<file path="src/logic/cpuPkg.sv">
package cpuPkg;

    // major opcodes, RV32I encodings, only the implemented subset
    typedef enum logic [6:0] {
        OP_LOAD   = 7'b0000011, // lw
        OP_IMM    = 7'b0010011, // addi xori ori andi
        OP_STORE  = 7'b0100011, // sw
        OP_R      = 7'b0110011, // add sub xor or and
        OP_BRANCH = 7'b1100011, // beq bne
        OP_JALR   = 7'b1100111,
        OP_JAL    = 7'b1101111
    } opcodeT;

    // alu operation select
    typedef enum logic [3:0] {
        ALU_ADD = 4'b0000,
        ALU_SUB = 4'b0001,
        ALU_AND = 4'b0010,
        ALU_OR  = 4'b0011,
        ALU_XOR = 4'b0100
    } aluOpT;

    // immediate format picked by signExtend
    typedef enum logic [2:0] {
        IMM_I = 3'b000,
        IMM_S = 3'b001,
        IMM_B = 3'b010,
        IMM_J = 3'b011
    } immKindT;

    // next pc source
    typedef enum logic [1:0] {
        PC_PLUS4  = 2'b00, // sequential
        PC_TARGET = 2'b01, // pc + imm, taken branch or jal
        PC_ALU    = 2'b10  // jalr, alu result with bit 0 cleared
    } pcSelT;

    // register writeback source
    typedef enum logic [1:0] {
        RES_ALU  = 2'b00,
        RES_MEM  = 2'b01,
        RES_LINK = 2'b10  // pc + 4 for jal / jalr
    } resultSelT;

    // decoded control bundle, one per instruction
    typedef struct packed {
        logic      regWrite;  // write rd at end of cycle
        aluOpT     aluOp;
        logic      aluSrc;    // 1 = immediate as operand b
        logic      memWrite;  // store
        pcSelT     pcSel;
        resultSelT resultSel;
        immKindT   immKind;
    } ctrlT;

    // data memory request, fixed at 32 bits
    typedef struct packed {
        logic [31:0] addr;
        logic [31:0] wdata;
        logic        write;
    } memReqT;

endpackage
</file>
<file path="src/logic/riscvCore.sv">
`timescale 1ns/1ps

module riscvCore import cpuPkg::*; #(
    parameter int          DATA_WIDTH = 32,
    parameter logic [31:0] RESET_PC   = 32'h0000_0000
) (
    input  logic        clk,
    input  logic        rst,
    output logic [31:0] instrAddr, // fetch address
    input  logic [31:0] instr,     // comb read of instrAddr
    output memReqT      dataReq,
    input  logic [31:0] dataRd     // comb read of dataReq.addr
);

    ctrlT                  ctrl;
    logic [31:0]           pc;
    logic [31:0]           pcPlus4;
    logic [31:0]           imm;
    logic [DATA_WIDTH-1:0] rd1;
    logic [DATA_WIDTH-1:0] rd2;
    logic [DATA_WIDTH-1:0] srcB;       // alu operand b
    logic [DATA_WIDTH-1:0] aluResult;
    logic                  aluZero;
    logic [DATA_WIDTH-1:0] writeBack;  // value headed for rd

    pcUnit #(
        .RESET_PC (RESET_PC)
    ) pcUnit_i (
        .clk       (clk),
        .rst       (rst),
        .sel       (ctrl.pcSel),
        .imm       (imm),
        .aluResult (aluResult),
        .pc        (pc),
        .pcPlus4   (pcPlus4)
    );

    assign instrAddr = pc;

    // decode straight off the fetched word
    control control_i (
        .op     (opcodeT'(instr[6:0])),
        .funct3 (instr[14:12]),
        .funct7 (instr[31:25]),
        .zero   (aluZero),
        .ctrl   (ctrl)
    );

    regFile #(
        .DATA_WIDTH (DATA_WIDTH)
    ) regFile_i (
        .clk       (clk),
        .rst       (rst),
        .rs1       (instr[19:15]),
        .rs2       (instr[24:20]),
        .rd        (instr[11:7]),
        .writeEn   (ctrl.regWrite),
        .writeData (writeBack),
        .rd1       (rd1),
        .rd2       (rd2)
    );

    signExtend signExtend_i (
        .instr (instr),
        .kind  (ctrl.immKind),
        .imm   (imm)
    );

    assign srcB = ctrl.aluSrc ? imm : rd2; // operand mux

    alu #(
        .DATA_WIDTH (DATA_WIDTH)
    ) alu_i (
        .a      (rd1),
        .b      (srcB),
        .op     (ctrl.aluOp),
        .result (aluResult),
        .zero   (aluZero)
    );

    always_comb begin
        case (ctrl.resultSel)
            RES_MEM:  writeBack = dataRd;  // lw
            RES_LINK: writeBack = pcPlus4; // jal / jalr return address
            default:  writeBack = aluResult;
        endcase
    end

    // store request, write held off while in reset
    assign dataReq.addr  = aluResult;
    assign dataReq.wdata = rd2;
    assign dataReq.write = ctrl.memWrite & ~rst;

    // memReqT fields are fixed at 32 bits
    dataWidth32: assert property (@(posedge clk) DATA_WIDTH == 32);

    // fetch address follows the pc choice made by the previous instruction
    pcFollowsPlus4: assert property (@(posedge clk) disable iff (rst)
        ctrl.pcSel == PC_PLUS4 |=> instrAddr == $past(instrAddr) + 32'd4);
    pcFollowsTarget: assert property (@(posedge clk) disable iff (rst)
        ctrl.pcSel == PC_TARGET |=> instrAddr == $past(instrAddr + imm));

endmodule

</file>
<file path="src/logic/pcUnit.sv">
`timescale 1ns/1ps

module pcUnit import cpuPkg::*; #(
    parameter logic [31:0] RESET_PC = 32'h0000_0000
) (
    input  logic        clk,
    input  logic        rst,
    input  pcSelT       sel,
    input  logic [31:0] imm,       // branch / jal offset
    input  logic [31:0] aluResult, // jalr target
    output logic [31:0] pc,
    output logic [31:0] pcPlus4    // sequential pc, also link value
);

    logic [31:0] pcNext;

    assign pcPlus4 = pc + 32'd4;

    always_comb begin
        case (sel)
            PC_TARGET: pcNext = pc + imm;
            PC_ALU:    pcNext = {aluResult[31:1], 1'b0}; // jalr clears bit 0
            default:   pcNext = pcPlus4;
        endcase
    end

    always_ff @(posedge clk) begin
        if (rst) pc <= RESET_PC;
        else     pc <= pcNext;
    end

    // once running, every fetch address is word aligned
    pcAligned: assert property (@(posedge clk) disable iff (rst)
        !rst |=> pc[1:0] == 2'b00);

endmodule

</file>
<file path="src/logic/signExtend.sv">
`timescale 1ns/1ps

module signExtend import cpuPkg::*; (
    input  logic [31:0] instr,
    input  immKindT     kind,
    output logic [31:0] imm
);

    always_comb begin
        case (kind)
            IMM_I: imm = {{20{instr[31]}}, instr[31:20]};
            // store offset split over two fields
            IMM_S: imm = {{20{instr[31]}}, instr[31:25], instr[11:7]};
            IMM_B: begin
                imm = {{19{instr[31]}}, instr[31], instr[7],
                       instr[30:25], instr[11:8], 1'b0}; // halfword units
            end
            IMM_J: begin
                imm = {{11{instr[31]}}, instr[31], instr[19:12],
                       instr[20], instr[30:21], 1'b0};
            end
            default: imm = {{20{instr[31]}}, instr[31:20]}; // treat as I type
        endcase
    end

endmodule

</file>
<file path="src/logic/regFile.sv">
`timescale 1ns/1ps

module regFile #(
    parameter int DATA_WIDTH = 32
) (
    input  logic                  clk,
    input  logic                  rst,
    input  logic [4:0]            rs1,
    input  logic [4:0]            rs2,
    input  logic [4:0]            rd,
    input  logic                  writeEn,
    input  logic [DATA_WIDTH-1:0] writeData,
    output logic [DATA_WIDTH-1:0] rd1,
    output logic [DATA_WIDTH-1:0] rd2
);

    logic [DATA_WIDTH-1:0] regs [1:31]; // x0 has no storage

    always_ff @(posedge clk) begin
        if (rst) begin
            for (int i = 1; i < 32; i++) begin
                regs[i] <= '0;
            end
        end else if (writeEn && rd != 5'd0) begin
            regs[rd] <= writeData; // writes to x0 dropped
        end
    end

    // async reads, x0 always zero
    assign rd1 = (rs1 == 5'd0) ? '0 : regs[rs1];
    assign rd2 = (rs2 == 5'd0) ? '0 : regs[rs2];

    // register just written reads back its new value, x0 keeps reading zero
    writeReadBack: assert property (@(posedge clk) disable iff (rst)
        writeEn |=> (rs1 != $past(rd) ||
                     rd1 == (($past(rd) == 5'd0) ? '0 : $past(writeData))));

endmodule

</file>
<file path="src/logic/alu.sv">
`timescale 1ns/1ps

module alu import cpuPkg::*; #(
    parameter int DATA_WIDTH = 32
) (
    input  logic [DATA_WIDTH-1:0] a,
    input  logic [DATA_WIDTH-1:0] b,
    input  aluOpT                 op,
    output logic [DATA_WIDTH-1:0] result,
    output logic                  zero   // high when result is all zeros
);

    always_comb begin
        case (op)
            ALU_ADD: result = a + b; // also address calc for lw / sw / jalr
            ALU_SUB: result = a - b; // branches compare through this
            ALU_AND: result = a & b;
            ALU_OR:  result = a | b;
            ALU_XOR: result = a ^ b;
            default: result = '0;
        endcase
    end

    // equality flag for beq / bne
    assign zero = (result == '0);

endmodule

</file>
<file path="src/logic/control.sv">
`timescale 1ns/1ps

module control import cpuPkg::*; (
    input  opcodeT     op,     // opcode field
    input  logic [2:0] funct3,
    input  logic [6:0] funct7,
    input  logic       zero,   // alu result was zero, i.e. operands equal
    output ctrlT       ctrl
);

    always_comb begin
        // no-operation defaults, anything not decoded below falls through as a nop
        ctrl.regWrite  = 1'b0;
        ctrl.aluOp     = ALU_ADD;
        ctrl.aluSrc    = 1'b0;
        ctrl.memWrite  = 1'b0;
        ctrl.pcSel     = PC_PLUS4;
        ctrl.resultSel = RES_ALU;
        ctrl.immKind   = IMM_I;

        case (op)
            OP_R: begin
                // full funct7 check, only 0000000 and 0100000 are legal here
                if (funct7 == 7'b0000000) begin
                    ctrl.regWrite = 1'b1;
                    case (funct3)
                        3'b000:  ctrl.aluOp = ALU_ADD;
                        3'b100:  ctrl.aluOp = ALU_XOR;
                        3'b110:  ctrl.aluOp = ALU_OR;
                        3'b111:  ctrl.aluOp = ALU_AND;
                        default: ctrl.regWrite = 1'b0; // shifts, compares
                    endcase
                end else if (funct7 == 7'b0100000 && funct3 == 3'b000) begin
                    ctrl.regWrite = 1'b1;
                    ctrl.aluOp    = ALU_SUB;
                end
            end

            OP_IMM: begin
                // funct7 plays no part, addi is never a subtract
                ctrl.aluSrc   = 1'b1;
                ctrl.immKind  = IMM_I;
                ctrl.regWrite = 1'b1;
                case (funct3)
                    3'b000:  ctrl.aluOp = ALU_ADD; // addi
                    3'b100:  ctrl.aluOp = ALU_XOR; // xori
                    3'b110:  ctrl.aluOp = ALU_OR;  // ori
                    3'b111:  ctrl.aluOp = ALU_AND; // andi
                    default: ctrl.regWrite = 1'b0;
                endcase
            end

            OP_LOAD: begin
                if (funct3 == 3'b010) begin // lw only
                    ctrl.regWrite  = 1'b1;
                    ctrl.aluSrc    = 1'b1; // base + offset
                    ctrl.resultSel = RES_MEM;
                end
            end

            OP_STORE: begin
                if (funct3 == 3'b010) begin // sw only
                    ctrl.memWrite = 1'b1;
                    ctrl.aluSrc   = 1'b1;
                    ctrl.immKind  = IMM_S; // split immediate
                end
            end

            OP_BRANCH: begin
                ctrl.aluOp   = ALU_SUB; // rs1 - rs2, zero means equal
                ctrl.immKind = IMM_B;
                case (funct3)
                    3'b000:  ctrl.pcSel = zero ? PC_TARGET : PC_PLUS4; // beq
                    3'b001:  ctrl.pcSel = zero ? PC_PLUS4 : PC_TARGET; // bne
                    default: ctrl.pcSel = PC_PLUS4;
                endcase
            end

            OP_JAL: begin
                ctrl.regWrite  = 1'b1;
                ctrl.immKind   = IMM_J;
                ctrl.resultSel = RES_LINK;
                ctrl.pcSel     = PC_TARGET;
            end

            OP_JALR: begin
                if (funct3 == 3'b000) begin
                    ctrl.regWrite  = 1'b1;
                    ctrl.aluSrc    = 1'b1; // rs1 + imm computed in alu
                    ctrl.immKind   = IMM_I;
                    ctrl.resultSel = RES_LINK;
                    ctrl.pcSel     = PC_ALU;
                end
            end

            default: ; // keep nop defaults
        endcase
    end

endmodule

</file>
<file path="config.mk">
export PLATFORM = sky130hd
export DESIGN_NAME = riscvCore
export DESIGN_NICKNAME = d
export VERILOG_FILES = /design/src/logic/cpuPkg.sv /design/src/logic/riscvCore.sv /design/src/logic/pcUnit.sv /design/src/logic/signExtend.sv /design/src/logic/regFile.sv /design/src/logic/alu.sv /design/src/logic/control.sv
export SDC_FILE = /design/constraint.sdc
export NUM_CORES = 2
export LEC_CHECK = 0
export BUFFER_PORTS_ARGS = -buffer_cell sky130_fd_sc_hd__buf_4
export CORE_UTILIZATION = 35
export DETAILED_ROUTE_END_ITERATION = 16
export PLACE_DENSITY = 0.51
export RECOVER_POWER = 100
export SLEW_MARGIN = 20
export SYNTH_ARGS = -nofsm -noshare
export SYNTH_HDL_FRONTEND = slang
export SYNTH_SLANG_ARGS = --single-unit
</file>
<file path="constraint.sdc">
create_clock -name clk -period 11.7 [get_ports clk]
set_input_delay 0 -clock clk [delete_from_list [all_inputs] [get_ports clk]]
set_output_delay 0 -clock clk [all_outputs]
set_load 0.01 [all_outputs]
</file>
==> key figures <==
Run status
  – Status: finished with violations
  – Failing checks: capacitance limit, slew limit

Synth
  – Compound-Gate Fraction of Synth Area: 6.83%
  – Largest family of logic cells by synthesized area: multiplexers
  – Synth async-reset ratio: 0%
  – Main synth FF type: edfxtp_1
  – Area fraction in and, or, nand and nor cells after synthesis: 11.7%
  – Sequential share of the synthesized area: 51.3%
  – Yosys synthesis warning count: 0
  – Adder-cell share of the synthesized area: 2.76%
  – Post-synthesis cell area: 0.0612 mm2
  – Multiplexer share of the synthesized area: 22.1%
  – Unique masters post-synth: 86
  – Post-synth EDFFs: 1024
  – XOR/XNOR Fraction of Synth Area: 1.59%
  – Mapped Cells: 4922
  – Syn Area/Cell: 12.4 um2
  – Seq cells post-synth: 1056

Clocking
  – Clock latency on the worst-skew pair: 800 ps
  – Clock slew at reported path FFs: 70 ps
  – H-Tree Depth: 3
  – Post-cts resize count: 0
  – TritonCTS clock tree: built
  – Root Buffer: clkbuf_16
  – Total CTS buffers: 114
  – Clk sinks: 1056
  – Max Buffers Root-to-Sink: 3

Setup path
  – Worst setup SP type: input pin
  – Crit path DAT: 10850 ps
  – Critical path type: in2reg
  – CP required: 11940 ps
  – Worst setup EP type: flip-flop
  – Worst-path fanout max: 65

Die
  – Rows: 153
  – Horiz. Die Dim: 420 um
  – Initial Util: 35.2%
  – Boundary pin count: 163
  – Die H: 420 um
  – Core area: 0.174 mm2
  – Die area: 0.176 mm2

Flow run
  – Maxcap violations: 75

Timing
  – Tcrit/Tclk final: 90.7%
  – Slew HR: -182%
  – Worst-margin pin slew: 4230 ps
  – Achievable frequency: 94.2 MHz
  – Min Tclk post-route: 10620 ps
  – Setup tns final: 0 ps
  – Final Hold Slack: 58.8 ps
  – Final slew viol count: 2164
  – RSZ-0062 raised after global routing: false
  – Final setup vio count: 0
  – Hold Violations, Final: 0
  – Setup Skew: 60.1 ps
  – PnR worst setup slack: 1080 ps

Layout
  – Commonest cells after routing, fill and taps aside: nor2_1, edfxtp_1, mux4_2
  – Final nets: 5161
  – Fraction of layout cells with a size suffix above 1: 18.4%
  – Area Overhead vs Synth: 12.0%
  – Commonest non-fill, non-tap cell in the layout: nor2_1

Global route
  – Initial antenna violation count: 10
  – Grt ovf: 0
  – GRT Total Usage: 28.3%
  – Largest net degree at the start of global routing: 97
  – First-pass GRT wire length: 349000 um
  – Vias in the first global route: 43800

Pwr
  – LEAKAGE: 25.4 nW
  – Worst vdd ir: 125 uV
  – PD cells: 159 mW/mm2

Place
  – PortBufs: 162
  – GP Congestion: 0.912
  – DP HPWL: 155000 um
  – Setup WS pre-CTS: 1840 ps

Drt
  – DRC viols: 0
  – Post-route ant nets: 0
  – DR vias: 45500
  – First-pass detailed-route iteration total: 8
  – Vias per cell: 6.15
  – Number of DRC markers in iteration 0: 6268
  – Wirelength per Cell: 34.3 um
  – Routed wire length: 253000 um

Worst hold path
  – Hold crit path type: in2reg
worst max-delay path, cell delays in order:
cell and delay [ps]:
dlygate4sd3_1 530, clkbuf_1 2530, a31oi_1 580, and3_1 660, nand2_2 110, clkbuf_1 2790, nand2b_1 2520, clkbuf_1 1040
registers in the layout (all words and copies together), names as in the netlist:
register,count
regFile_i.regs,1024
pcUnit_i.pc,32
cells in the mapped netlist (7+ instances only):
library cell  count  share of area, %
mux4_2          494                18
a21o_1           53              0.65
ha_1            132               2.7
nand2_1         174               1.1
o31ai_1           8             0.098
or4_1            10              0.12
xnor2_1          83               1.2
o21ai_0          70              0.57
a31oi_1          19              0.19
nor4_1           18              0.18
and4_1            9              0.13
nand2b_1         87              0.89
clkbuf_1        346               2.1
or3_1             7             0.072
nor3b_1          12              0.15
buf_1            53              0.33
nor3_1           61              0.50
mux2i_1         221               3.6
nand3_1          36              0.29
buf_2            44              0.36
a22o_1            8              0.11
o21bai_1          7             0.086
nor2b_1          19              0.19
dfxtp_1          32               1.0
a211oi_1         38              0.47
a21oi_1         171               1.4
mux2_2           15              0.28
o211ai_1         11              0.13
nor2_1         1171               7.2
a221oi_1         29              0.42
edfxtp_1       1024                50
nand4_1          13              0.13
o21a_1           12              0.15
a22oi_1         116               1.4
and2_1           16              0.16
o22ai_1          10              0.10
inv_1           136              0.83
and3_1           22              0.22
xor2_1           28              0.40
metal layers:
layer / routed length [um] / up-vias / GRT usage (%)
met5: 161 / - / 0
met4: 13900 / 6 / 13.7
met1: 98200 / 23500 / 37.3
met2: 115000 / 2861 / 44.2
met3: 25800 / 530 / 5.94
li1: - / 18600 / -
cell type report:
class	instances	area [um2]
Fill cell	16700	105000
Sequential cell	1056	31400
Multi-Input combinational cell	3313	27900
Clock buffer	137	2940
Tap cell	2325	2910
Timing Repair Buffer	337	2060
Clock inverter	72	744
Inverter	139	522
Antenna cell	7	17.5
report_power, final:
part | internal, mW | switching, mW | leakage [nW]
logic | 0.734 | 2.04 | 12.7
registers | 4.33 | 0.0866 | 10.8
clock network | 2.06 | 1.63 | 1.81
stage by stage:
stage | util (%) | instances | total power [mW] | cell area, um2
global placement | 37.6 | 7151 | 7.32 | 65400
detailed placement | 37.6 | 7151 | 7.33 | 65400
finish | 39.4 | 7386 | 10.9 | 68500
floorplan | - | 4953 | 6.09 | 61300
global route | 39.4 | 7384 | 11.2 | 68500
CTS | 39.8 | 7372 | 11.0 | 69200
logic make-up (layout without fill, tap and decap cells):
| kind of cell | count (synthesis) | in the layout |
|---|---|---|
| AO/OA/AOI/OAI | 621 | 621 |
| XOR/XNOR | 111 | 111 |
| adder cells (fa/ha/maj) | 134 | 134 |
| buffers and inverters | 584 | 685 |
| flip-flops | 1056 | 1056 |
| multiplexers | 730 | 730 |
| other | 1 | 39 |
| AND/OR/NAND/NOR | 1685 | 1685 |
what timing repair did:
item                                    4_1_cts  5_1_grt
endpoints found under the setup margin        0        0
buffers inserted                              0        0
hold endpoints to repair                     78        0
hold buffers                                 12        0
final timing paths:
path | from | end | slack, ps | depth (start not counted)
max reg2reg | regFile_i.regs[15][14] | pcUnit_i.pc[20] | 2350 | 31
max | rst | regFile_i.regs[7][11] | 1080 | 8
min reg2reg | pcUnit_i.pc[0] | pcUnit_i.pc[0] | 620 | 2
min | instr[26] | pcUnit_i.pc[6] | 60 | 6
No activity file was read; power rests on OpenSTA's default activity.
